**config.mk**
```make
export PLATFORM = sky130hd
export DESIGN_NAME = dma_top
export DESIGN_NICKNAME = d
export VERILOG_FILES = /design/src/common/bus_pkg.sv /design/src/common/dma_pkg.sv /design/src/common/xfer_if.sv /design/src/dma/dma_engine.sv /design/src/dma/dma_buffer.sv /design/src/logic/oam_writer.sv /design/src/logic/dma_top.sv
export VERILOG_INCLUDE_DIRS = /design/src /design/src/common
export SDC_FILE = /design/constraint.sdc
export NUM_CORES = 1
export LEC_CHECK = 0
export ABC_CLOCK_PERIOD_IN_PS = 3000
export BUFFER_PORTS_ARGS = -buffer_cell sky130_fd_sc_hd__buf_2
export CAP_MARGIN = 30
export CORE_MARGIN = 3
export CORE_UTILIZATION = 45
export DETAILED_ROUTE_END_ITERATION = 8
export PLACE_DENSITY = 0.68
export SLEW_MARGIN = 5
export SYNTH_ARGS = -nofsm -noshare
export SYNTH_HDL_FRONTEND = slang
export SYNTH_SLANG_ARGS = --single-unit
```
**constraint.sdc**
```tcl
create_clock -name clk1 -period 3 [get_ports clk1]
set_clock_uncertainty 0.1 [all_clocks]
set_input_delay 0.15 -clock clk1 [delete_from_list [all_inputs] [get_ports clk1]]
set_output_delay 0.15 -clock clk1 [all_outputs]
set_load 0.05 [all_outputs]
```
**src/common/dma_defs.svh**
```systemverilog
`ifndef DMA_DEFS_SVH
`define DMA_DEFS_SVH

// bytes moved per copy, one full OAM table
`define DMA_LEN 160

// entries in the read-to-write buffer
`define DMA_BUF_DEPTH 4

// source pages served by video RAM, inclusive
`define DMA_VRAM_PAGE_LO 8'h80
`define DMA_VRAM_PAGE_HI 8'h9F

`endif

```
**src/common/bus_pkg.sv**
```systemverilog
`default_nettype none

package bus_pkg;

	// 16-bit address space of the console bus
	typedef logic [15:0] addr_t;

	// one data byte
	typedef logic [7:0] byte_t;

	// where a copy reads its source bytes from
	typedef enum logic {
		region_ext,  // cartridge / work RAM side
		region_vram  // video RAM side
	} region_e;

endpackage

`default_nettype wire

```
**src/common/dma_pkg.sv**
```systemverilog
`default_nettype none

package dma_pkg;

	// byte position within one copy, 0 to 159
	typedef logic [7:0] index_t;

	// engine control states
	typedef enum logic [1:0] {
		st_idle,  // no copy
		st_start, // page latched, reads begin next cycle
		st_copy   // reads running
	} state_e;

endpackage

`default_nettype wire

```
**src/common/xfer_if.sv**
```systemverilog
`timescale 1ns/1ps
`default_nettype none

interface xfer_if;

	logic             stb;   // item valid this cycle
	bus_pkg::byte_t   data;  // payload byte
	dma_pkg::index_t  index; // OAM position of the byte
	logic             last;  // final byte of the copy
	logic             hold;  // receiver pause level

	modport src (
		output stb,
		output data,
		output index,
		output last,
		input  hold
	);

	modport dst (
		input  stb,
		input  data,
		input  index,
		input  last,
		output hold
	);

endinterface

`default_nettype wire

```
**src/dma/dma_engine.sv**
```systemverilog
`timescale 1ns/1ps
`default_nettype none

`include "dma_defs.svh"

module dma_engine (
	input  wire logic            clk1,
	input  wire logic            rst_n,
	input  wire logic            reg_sel,
	input  wire logic            reg_wr,
	input  wire logic            reg_rd,
	input  wire bus_pkg::byte_t  cpu_wdata,
	output      bus_pkg::byte_t  cpu_rdata,
	output      bus_pkg::addr_t  ext_addr,
	output      logic            ext_rd,
	input  wire bus_pkg::byte_t  ext_rdata,
	output      bus_pkg::addr_t  vram_addr,
	output      logic            vram_rd,
	input  wire bus_pkg::byte_t  vram_rdata,
	input  wire logic            done,
	output      logic            dma_run,
	output      logic            flush,
	xfer_if.src                  out
);

	localparam dma_pkg::index_t last_idx = dma_pkg::index_t'(`DMA_LEN - 1);
	localparam dma_pkg::index_t len_idx  = dma_pkg::index_t'(`DMA_LEN);

	bus_pkg::byte_t   page_q;
	dma_pkg::state_e  state_q;
	dma_pkg::index_t  rd_idx_q;   // next byte to read
	dma_pkg::index_t  pend_idx_q; // index of the read in flight
	logic             pend_q;
	logic             run_q;
	logic             reg_write;
	logic             rd_go;
	bus_pkg::region_e region;

	assign reg_write = reg_sel && reg_wr;

	// video pages come from VRAM, all else from the external bus
	assign region = (page_q >= `DMA_VRAM_PAGE_LO && page_q <= `DMA_VRAM_PAGE_HI) ?
		bus_pkg::region_vram : bus_pkg::region_ext;

	assign rd_go = (state_q == dma_pkg::st_copy) && !out.hold &&
		(rd_idx_q < len_idx) && !reg_write;

	assign ext_rd    = rd_go && (region == bus_pkg::region_ext);
	assign vram_rd   = rd_go && (region == bus_pkg::region_vram);
	assign ext_addr  = {page_q, rd_idx_q};  // page * 256 + index
	assign vram_addr = {page_q, rd_idx_q};

	assign cpu_rdata = (reg_sel && reg_rd) ? page_q : '0;
	assign flush     = reg_write && (state_q != dma_pkg::st_idle); // restart only
	assign dma_run   = run_q;

	// read data lands one cycle after the strobe
	assign out.stb   = pend_q;
	assign out.index = pend_idx_q;
	assign out.last  = (pend_idx_q == last_idx);
	assign out.data  = (region == bus_pkg::region_vram) ? vram_rdata : ext_rdata;

	always_ff @(posedge clk1) begin
		if (!rst_n) begin
			page_q   <= '0;
			state_q  <= dma_pkg::st_idle;
			rd_idx_q <= '0;
			pend_q   <= 1'b0;
			run_q    <= 1'b0;
		end else begin
			pend_q <= rd_go; // a restart drops the read in flight
			if (reg_write) begin
				page_q   <= cpu_wdata;
				state_q  <= dma_pkg::st_start;
				rd_idx_q <= '0;
			end else begin
				case (state_q)
					dma_pkg::st_start: begin
						state_q <= dma_pkg::st_copy;
						run_q   <= 1'b1;
					end
					dma_pkg::st_copy: begin
						if (rd_go)
							rd_idx_q <= rd_idx_q + 8'd1;
						if (done) begin // final OAM write went out
							state_q <= dma_pkg::st_idle;
							run_q   <= 1'b0;
						end
					end
					default: ;
				endcase
			end
		end
	end

	always_ff @(posedge clk1) begin
		pend_idx_q <= rd_idx_q;
	end

	a_one_source: assert property (@(posedge clk1) disable iff (!rst_n)
		!(ext_rd && vram_rd));

endmodule

`default_nettype wire

```
**src/dma/dma_buffer.sv**
```systemverilog
`timescale 1ns/1ps
`default_nettype none

`include "dma_defs.svh"

module dma_buffer (
	input wire logic clk1,
	input wire logic rst_n,
	input wire logic flush,
	xfer_if.dst      in,
	xfer_if.src      out
);

	localparam int depth = `DMA_BUF_DEPTH;
	localparam int ptr_w = $clog2(depth);

	bus_pkg::byte_t   data_mem [depth];
	dma_pkg::index_t  idx_mem  [depth];
	logic [depth-1:0] last_mem;

	logic [ptr_w-1:0] wr_ptr_q;
	logic [ptr_w-1:0] rd_ptr_q;
	logic [ptr_w:0]   count_q;
	logic             push;
	logic             pop;
	logic             full;
	logic             empty;

	assign full  = (count_q == (ptr_w + 1)'(depth));
	assign empty = (count_q == '0);

	// keep one slot spare for the read already issued
	assign in.hold = (count_q >= (ptr_w + 1)'(depth - 1));

	assign push = in.stb && !flush;
	assign pop  = out.stb && !out.hold;

	assign out.stb   = !empty && !flush;
	assign out.data  = data_mem[rd_ptr_q];
	assign out.index = idx_mem[rd_ptr_q];
	assign out.last  = last_mem[rd_ptr_q];

	always_ff @(posedge clk1) begin
		if (!rst_n || flush) begin
			wr_ptr_q <= '0;
			rd_ptr_q <= '0;
			count_q  <= '0;
		end else begin
			if (push)
				wr_ptr_q <= wr_ptr_q + 1'b1;
			if (pop)
				rd_ptr_q <= rd_ptr_q + 1'b1;
			count_q <= count_q + (ptr_w + 1)'(push) - (ptr_w + 1)'(pop);
		end
	end

	always_ff @(posedge clk1) begin
		if (push) begin
			data_mem[wr_ptr_q] <= in.data;
			idx_mem[wr_ptr_q]  <= in.index;
			last_mem[wr_ptr_q] <= in.last;
		end
	end

	// hold leads the engine reads by one cycle, so this must never fire
	a_no_overflow: assert property (@(posedge clk1) disable iff (!rst_n)
		push |-> !full);

endmodule

`default_nettype wire

```
**src/logic/oam_writer.sv**
```systemverilog
`timescale 1ns/1ps
`default_nettype none

`include "dma_defs.svh"

module oam_writer (
	input  wire logic       clk1,
	input  wire logic       rst_n,
	input  wire logic       oam_busy,
	xfer_if.dst             in,
	output logic            oam_we,
	output dma_pkg::index_t oam_addr,
	output bus_pkg::byte_t  oam_wdata,
	output logic            done
);

	localparam dma_pkg::index_t len_idx = dma_pkg::index_t'(`DMA_LEN);

	// pixel unit owns OAM while busy, so stall the buffer head
	assign in.hold = oam_busy;

	assign oam_we    = in.stb && !oam_busy;
	assign oam_addr  = in.index;
	assign oam_wdata = in.data;

	// copy finishes with the write of index 159
	assign done = oam_we && in.last;

	a_addr_range: assert property (@(posedge clk1) disable iff (!rst_n)
		oam_we |-> (oam_addr < len_idx));

	// last flag only ever rides on the top index
	a_last_idx: assert property (@(posedge clk1) disable iff (!rst_n)
		done |-> (oam_addr == len_idx - 8'd1));

endmodule

`default_nettype wire

```
**src/logic/dma_top.sv**
```systemverilog
`timescale 1ns/1ps
`default_nettype none

module dma_top (
	input  wire logic            clk1,
	input  wire logic            rst_n,
	input  wire logic            reg_sel,
	input  wire logic            reg_wr,
	input  wire logic            reg_rd,
	input  wire bus_pkg::byte_t  cpu_wdata,
	output      bus_pkg::byte_t  cpu_rdata,
	output      bus_pkg::addr_t  ext_addr,
	output      logic            ext_rd,
	input  wire bus_pkg::byte_t  ext_rdata,
	output      bus_pkg::addr_t  vram_addr,
	output      logic            vram_rd,
	input  wire bus_pkg::byte_t  vram_rdata,
	output      logic            oam_we,
	output      dma_pkg::index_t oam_addr,
	output      bus_pkg::byte_t  oam_wdata,
	input  wire logic            oam_busy,
	output      logic            dma_run,
	output      logic            oam_blocked
);

	logic flush;
	logic done;

	xfer_if eng_buf ();
	xfer_if buf_oam ();

	dma_engine dma_engine_inst (
		.clk1       (clk1),
		.rst_n      (rst_n),
		.reg_sel    (reg_sel),
		.reg_wr     (reg_wr),
		.reg_rd     (reg_rd),
		.cpu_wdata  (cpu_wdata),
		.cpu_rdata  (cpu_rdata),
		.ext_addr   (ext_addr),
		.ext_rd     (ext_rd),
		.ext_rdata  (ext_rdata),
		.vram_addr  (vram_addr),
		.vram_rd    (vram_rd),
		.vram_rdata (vram_rdata),
		.done       (done),
		.dma_run    (dma_run),
		.flush      (flush),
		.out        (eng_buf)
	);

	dma_buffer dma_buffer_inst (
		.clk1  (clk1),
		.rst_n (rst_n),
		.flush (flush),
		.in    (eng_buf),
		.out   (buf_oam)
	);

	oam_writer oam_writer_inst (
		.clk1      (clk1),
		.rst_n     (rst_n),
		.oam_busy  (oam_busy),
		.in        (buf_oam),
		.oam_we    (oam_we),
		.oam_addr  (oam_addr),
		.oam_wdata (oam_wdata),
		.done      (done)
	);

	assign oam_blocked = dma_run; // CPU loses OAM for the whole copy

endmodule

`default_nettype wire

```
; Word level (Yosys, flattened, before mapping)
; Memory sizes are Yosys's and may differ from the RTL's. A register that Yosys moved wholly into a read port is not among the register bits.
; Index checks and enable logic that the tools add are counted.
[word_totals]
register_bits = 39
ramBits = 64
output_inout_bits = 61
elab_cells = 82
n_memories = 2
[memory_table]
columns = name, words, width, read_ports, rd_clocked_by_memory_dff, write_ports, line
row1 = dma_buffer_inst.data_mem, 4, 8, 1, 1, 1, dma_buffer.sv:17  ; bus_pkg::byte_t data_mem [depth];
row2 = dma_buffer_inst.idx_mem, 4, 8, 1, 1, 1, dma_buffer.sv:18  ; dma_pkg::index_t idx_mem [depth];
[classes]
add_sub_neg = 5
n_lt_le_gt_ge = 7
n_eq_ne = 5
mux = 19
bitwise_logic = 3
reduce_logical = 30
[op_table]
columns = cell, count
row1 = 8-bit 2-to-1 mux, 2
row2 = 1-bit logical AND, 14
row3 = 2-bit 2-to-1 mux, 5
row4 = "8-bit by 1-bit adder with 8-bit output, second input constant", 1
row5 = "8-bit equality test, second input constant", 1
row6 = "8-bit greater-or-equal comparator, second input constant", 1
row7 = "8-bit less-or-equal comparator, second input constant", 1
row8 = "8-bit < comparator, second input constant", 1
row9 = 1-bit 2-to-1 mux, 7
row10 = 1-bit zero test, 6
row11 = "2-bit by 3-bit < comparator with 1-bit output, second input constant", 2
row12 = 2-bit AND reduction, 3
row13 = "2-bit by 1-bit adder with 2-bit output, second input constant", 2
row14 = 4-bit bitwise mux, 1
row15 = 2-bit case mux with 2 select lines, 1
row16 = 2-bit nonzero test, 2
row17 = 3-bit by 1-bit adder with 3-bit output, 1
row18 = "3-bit by 2-bit greater-or-equal comparator with 1-bit output, second input constant", 1
row19 = 3-bit zero test, 1
row20 = "3-bit by 1-bit inequality test with 1-bit output, second input constant", 1
row21 = 1-bit NOT, 3
row22 = 3-bit AND reduction, 1
row23 = 3-bit nonzero test, 1
row24 = 3-bit by 1-bit subtractor with 3-bit output, 1
row25 = 9 further kinds, 9

; Logic depth before layout (Yosys ltp)
[logic_depth]
depth_word = 9
mapped_depth = 11
ltp_nobuf = 11

; Cells and area by module
; From an unflattened synthesis, not the netlist that was laid out.
[unflattened]
cells_unflattened = 312
hier_area_um2 = 4476.8
[modules_own_cells]
columns = module, n_inst, cells_per_inst, area_per_inst_um2, seq_area_each_um2
row1 = dma_buffer, 1, 141, 2980.4, 2222.1
row2 = dma_engine, 1, 151, 1346.3, 560.5
row3 = oam_writer, 1, 19, 142.6, 0.0
row4 = dma_top, 1, 1, 7.5, 0.0

; Worst setup path after synthesis
; No wires, ideal clock.
[synth_timing]
kind = reg2reg
startpoint = register dma_engine_inst.state_q[0]
endpoint = register dma_buffer_inst.count_q[2]
setup_time_ns = 0.133
t_arrival_ns = 2.624
t_required_ns = 2.767
setup_slack_ns = 0.143
path_stages_with_launch = 12
path_buffers = 0
synth_period_minus_slack_ns = 2.857
path_cell_list = dfxtp_1 inv_1 ha_1 and3b_1 nor3_2 ha_1 inv_1 ha_1 inv_1 fa_1 xor2_1 nor2_1
[synth_between]
elab_chain_len = 6
[synth_rtl]
columns = item, line
row1 = start: declaration, dma_engine.sv:30  ; dma_pkg::state_e state_q;
row2 = start signal: assignment, dma_engine.sv:66  ; state_q <= dma_pkg::st_idle;
row3 = start signal: assignment, dma_engine.sv:74  ; state_q <= dma_pkg::st_start;
row4 = start signal: assignment, dma_engine.sv:79  ; state_q <= dma_pkg::st_copy;
row5 = 2-bit nonzero test, dma_engine.sv:54  ; assign flush = reg_write && (state_q != dma_pkg::st_idle);
row6 = 1-bit logical AND, dma_engine.sv:54
row7 = 1-bit zero test, dma_buffer.sv:38  ; assign out.stb = !empty && !flush;
row8 = 1-bit logical AND, dma_buffer.sv:38
row9 = 1-bit logical AND, n/a
row10 = via oam_we, dma_top.sv:18  ; output logic oam_we,
row11 = 3-bit by 1-bit subtractor with 3-bit output, dma_buffer.sv:53  ; count_q <= count_q + (ptr_w + 1)'(push) - (ptr_w + 1)'(pop);
row12 = end signal: assignment, dma_buffer.sv:53
row13 = end: declaration, dma_buffer.sv:23  ; logic [ptr_w:0] count_q;
; The timed path passes the listed nets, and every way through them passes these cells.
; A chain may end at the register's enable or synchronous reset.

; Final worst setup path
[layout_timing]
startpoint = register dma_engine_inst.state_q[0]
endpoint = register dma_buffer_inst.count_q[2]
[layout_between]
elab_chain_len = 6
[layout_rtl]
columns = item, line
row1 = 2-bit nonzero test *, dma_engine.sv:54
row2 = 1-bit logical AND *, dma_engine.sv:54
row3 = 1-bit zero test, "dma_buffer.sv:35, dma_buffer.sv:38"
row4 = 1-bit logical AND (on tied branches), "dma_buffer.sv:35, dma_buffer.sv:38"
row5 = 3-bit by 1-bit adder with 3-bit output or 1-bit logical AND (tied branches), "dma_buffer.sv:53, dma_buffer.sv:36"
row6 = 3-bit by 1-bit subtractor with 3-bit output, dma_buffer.sv:53
; Every way passes the cells marked *; elsewhere a longest branch is shown, timed or not.

==> results.py <==
metrics = {
    "placed_design": {
        "dp_slack_ns": 0.6144,
        "routabilityCongestion": 0.7657,
        "placed_cells": 484,
        "port-buffer-count": 90,
        "dp_hpwl_um": 5341,
        "place_area_um2": 4738,
    },
    "grt": {
        "grt_pass1_vias": 2547,
        "grt_max_degree": 19,
        "grt_use_total_pct": 15.43,
        "overflow": 0,
        "grt_pass1_wl_um": 12400,
        "antenna_found_initial": 0,
    },
    "pwr": {
        "leakage_nw": 1.950,
        "p_per_area_nw_per_um2": 673.9,
        "vdd_drop_max_mv": 0.3275,
    },
    "worst_setup_path": {
        "path_max_fanout": 4,
        "critPathCaptureType": "flip-flop",
        "critPathRequiredTime_ns": 3.13,
        "startpoint_type": "flip-flop",
        "critPathArrivalTime_ns": 2.52,
        "reg2reg_depth": 11,
        "r2r_setup_slack_ns": 0.60,
        "crit_type": "reg -> reg",
    },
    "detailed_routing": {
        "vias_per_cell": 4.982,
        "drtIter0Drc": 78,
        "ant_nets": 0,
        "avgRoutedWirePerCell_um": 15.52,
        "drc": 0,
        "routed_wirelength_um": 7900,
        "vias": 2536,
        "drt-pass1-iter-count": 5,
    },
    "timing": {
        "post-route-min-period_ns": 2.397,
        "slew_headroom_pct": 45.59,
        "drv_slew": 0,
        "max_freq_ghz": 0.4171,
        "setup_slack_ns": 0.6028,
        "rsz0062_at_grt": "false",
        "fin_setup_tns_ns": 0,
        "hold_viol": 0,
        "finalCritPeriodShare_pct": 79.91,
        "setup_violations": 0,
        "tightest_slew_ns": 0.8151,
    },
    "cells_and_area": {
        "mostFrequentLayoutCells": "90 x buf_2, 68 x edfxtp_1, 37 x dfxtp_1, 21 x nand2_1, 17 x mux4_2",
        "multiInputGateArea_um2": 1257,
        "n_antenna_cell": 0,
        "syn_to_final_growth_pct": 18.22,
        "stdcell_area_um2": 5042,
        "final_cells": 509,
        "drive_above_1_share_pct": 36.03,
        "nFillCells": 745,
        "final_common_cell": "buf_2",
        "seqCellArea_um2": 2783,
        "nets": 419,
    },
    "synth": {
        "netlist_area_um2": 4265,
        "synthArstFlopShare_pct": 0,
        "synth_ff_type": "edfxtp_1",
        "synth_cells": 290,
        "synth-edff-count": 68,
        "ys_warn_count": 0,
        "synth_cell_type_count": 47,
        "yosysSeqAreaShare_pct": 65.24,
        "ys_ff_latch": 105,
        "syn-num-nets": 331,
        "syn_avg_cell_area_um2": 14.71,
    },
    "die": {
        "rows": 34,
        "dieArea_um2": 10680,
        "initial_core_util_pct": 47.52,
        "die_x_um": 103.4,
        "core_area_um2": 8976,
        "die_h_um": 103.4,
        "num_io_pins": 91,
    },
    "hold_path": {
        "hp-class": "in -> reg",
        "hold_path_depth": 2,
    },
    "run_status": {
        "status": "finished, final reports clean",
    },
    "clock_tree": {
        "cts_buffers": 9,
        "clockBufferDepth": 2,
        "cts_tree": "built",
        "clockRootBuffer": "clkbuf_8",
        "clk_pin_slew_ns": 0.10,
        "clock_latency_ns": 0.35,
        "cts.sink_count": 105,
        "cts_setup_buffers": 0,
        "htreeDepth": 3,
    },
    "flow_run": {
        "cap_viol_max_count": 0,
    },
}
[stage by stage]
| step | utilization [%] | power (mW) | hold slack (ns) |
|---|---|---|---|
| floorplan | - | 2.392 | 0.1860 |
| global placement | 52.79 | 2.546 | 0.2914 |
| detailed placement | 52.79 | 2.558 | 0.2950 |
| CTS | 56.18 | 3.446 | 0.03254 |
| global route | 56.18 | 3.581 | 0.04650 |
| finish | 56.18 | 3.398 | 0.04522 |
[worst max-delay path, stage by stage (launching register included)]
cell and delay [ns]:
dfxtp_1 0.31, inv_1 0.12, ha_1 0.19, and3b_1 0.22
nor3_2 0.24, ha_1 0.28, inv_1 0.06, ha_1 0.13
inv_1 0.05, fa_1 0.37, xor2_1 0.16, nor2_1 0.05
[state kept, by name, summed over array words and instances, names as in the netlist, named ones only]
name and flops:
dma_buffer_inst.last_mem 4, dma_engine_inst.rd_idx_q 8, dma_engine_inst.out.stb 1, dma_engine_inst.state_q 2, dma_buffer_inst.wr_ptr_q 2, dma_engine_inst.page_q 8
dma_buffer_inst.idx_mem 32, dma_buffer_inst.count_q 3, dma_buffer_inst.rd_ptr_q 2, dma_buffer_inst.data_mem 32, dma_engine_inst.dma_run 1, dma_engine_inst.out.index 8
[metal layers]
metal	vias to the layer above	share of wire, %	global-route usage [%]
met1	1206	44	19.81
met3	6	6.7	5.634
met5	-	0	0
li1	1227	-	-
met2	97	49	25.49
met4	0	0.48	2.988
[cell type report]
class / count / area share [%]
Inverter: 12 / 0.8933
Timing Repair Buffer: 105 / 11.61
Clock buffer: 11 / 3.449
Clock inverter: 5 / 0.7940
Sequential cell: 105 / 55.19
Multi-Input combinational cell: 145 / 24.94
Tap cell: 126 / 3.127
[worst paths after layout]
kind,from,to
worst min register to register,dma_engine_inst.rd_idx_q[7]$_SDFFE_PP0P_,dma_engine_inst.out.index[7]$_DFF_P_
worst max-delay path,dma_engine_inst.state_q[0]$_SDFFE_PN0P_,dma_buffer_inst.count_q[2]$_SDFF_PP0_
worst min-delay path,ext_rdata[2],dma_buffer_inst.data_mem[1][2]$_DFFE_PP_
worst max register to register,dma_engine_inst.state_q[0]$_SDFFE_PN0P_,dma_buffer_inst.count_q[2]$_SDFF_PP0_
[repair_timing]
| item | in CTS | in global routing |
|---|---|---|
| endpoints found under the hold margin | 10 | 0 |
| hold buffers | 9 | 0 |
| resized for setup | 0 | 0 |
[report_power, final]
| part | internal, mW | switching, mW | total [mW] |
|---|---|---|---|
| registers | 1.59 | 0.0516 | 1.64 |
| logic | 0.310 | 0.570 | 0.880 |
| clock network | 0.412 | 0.466 | 0.878 |
| total | 2.31 | 1.09 | 3.40 |
[synth_stat cells (2+ instances only)]
cell | n | share of area [%]
ha_1 | 10 | 2.9
nor2_1 | 16 | 1.4
nand2_1 | 21 | 1.8
buf_4 | 18 | 3.2
o21ai_1 | 5 | 0.59
o21ai_0 | 2 | 0.23
buf_2 | 3 | 0.35
or3_1 | 4 | 0.59
inv_1 | 11 | 0.97
and3_1 | 9 | 1.3
nor2b_1 | 2 | 0.29
nand4_1 | 2 | 0.29
dfxtp_1 | 37 | 17
clkbuf_1 | 4 | 0.35
a21oi_1 | 13 | 1.5
xnor2_1 | 4 | 0.82
edfxtp_1 | 68 | 48
nor3_1 | 3 | 0.35
mux4_2 | 17 | 9.0
mux2_1 | 8 | 2.1
and2_1 | 7 | 1.0
[kinds of logic (layout without fill, tap and decap cells)]
| group | count (synthesis) | count (layout) | share of synthesized area, % |
|---|---|---|---|
| XOR/XNOR | 5 | 5 | 1.027 |
| AND/OR/NAND/NOR | 76 | 76 | 9.680 |
| adder cells (fa/ha/maj) | 11 | 11 | 3.403 |
| AO/OA/AOI/OAI | 27 | 27 | 3.931 |
| flip-flops | 105 | 105 | 65.24 |
| multiplexers | 26 | 26 | 11.32 |
| buffers and inverters | 40 | 133 | 5.397 |
Power figures use the tool's default switching activity.
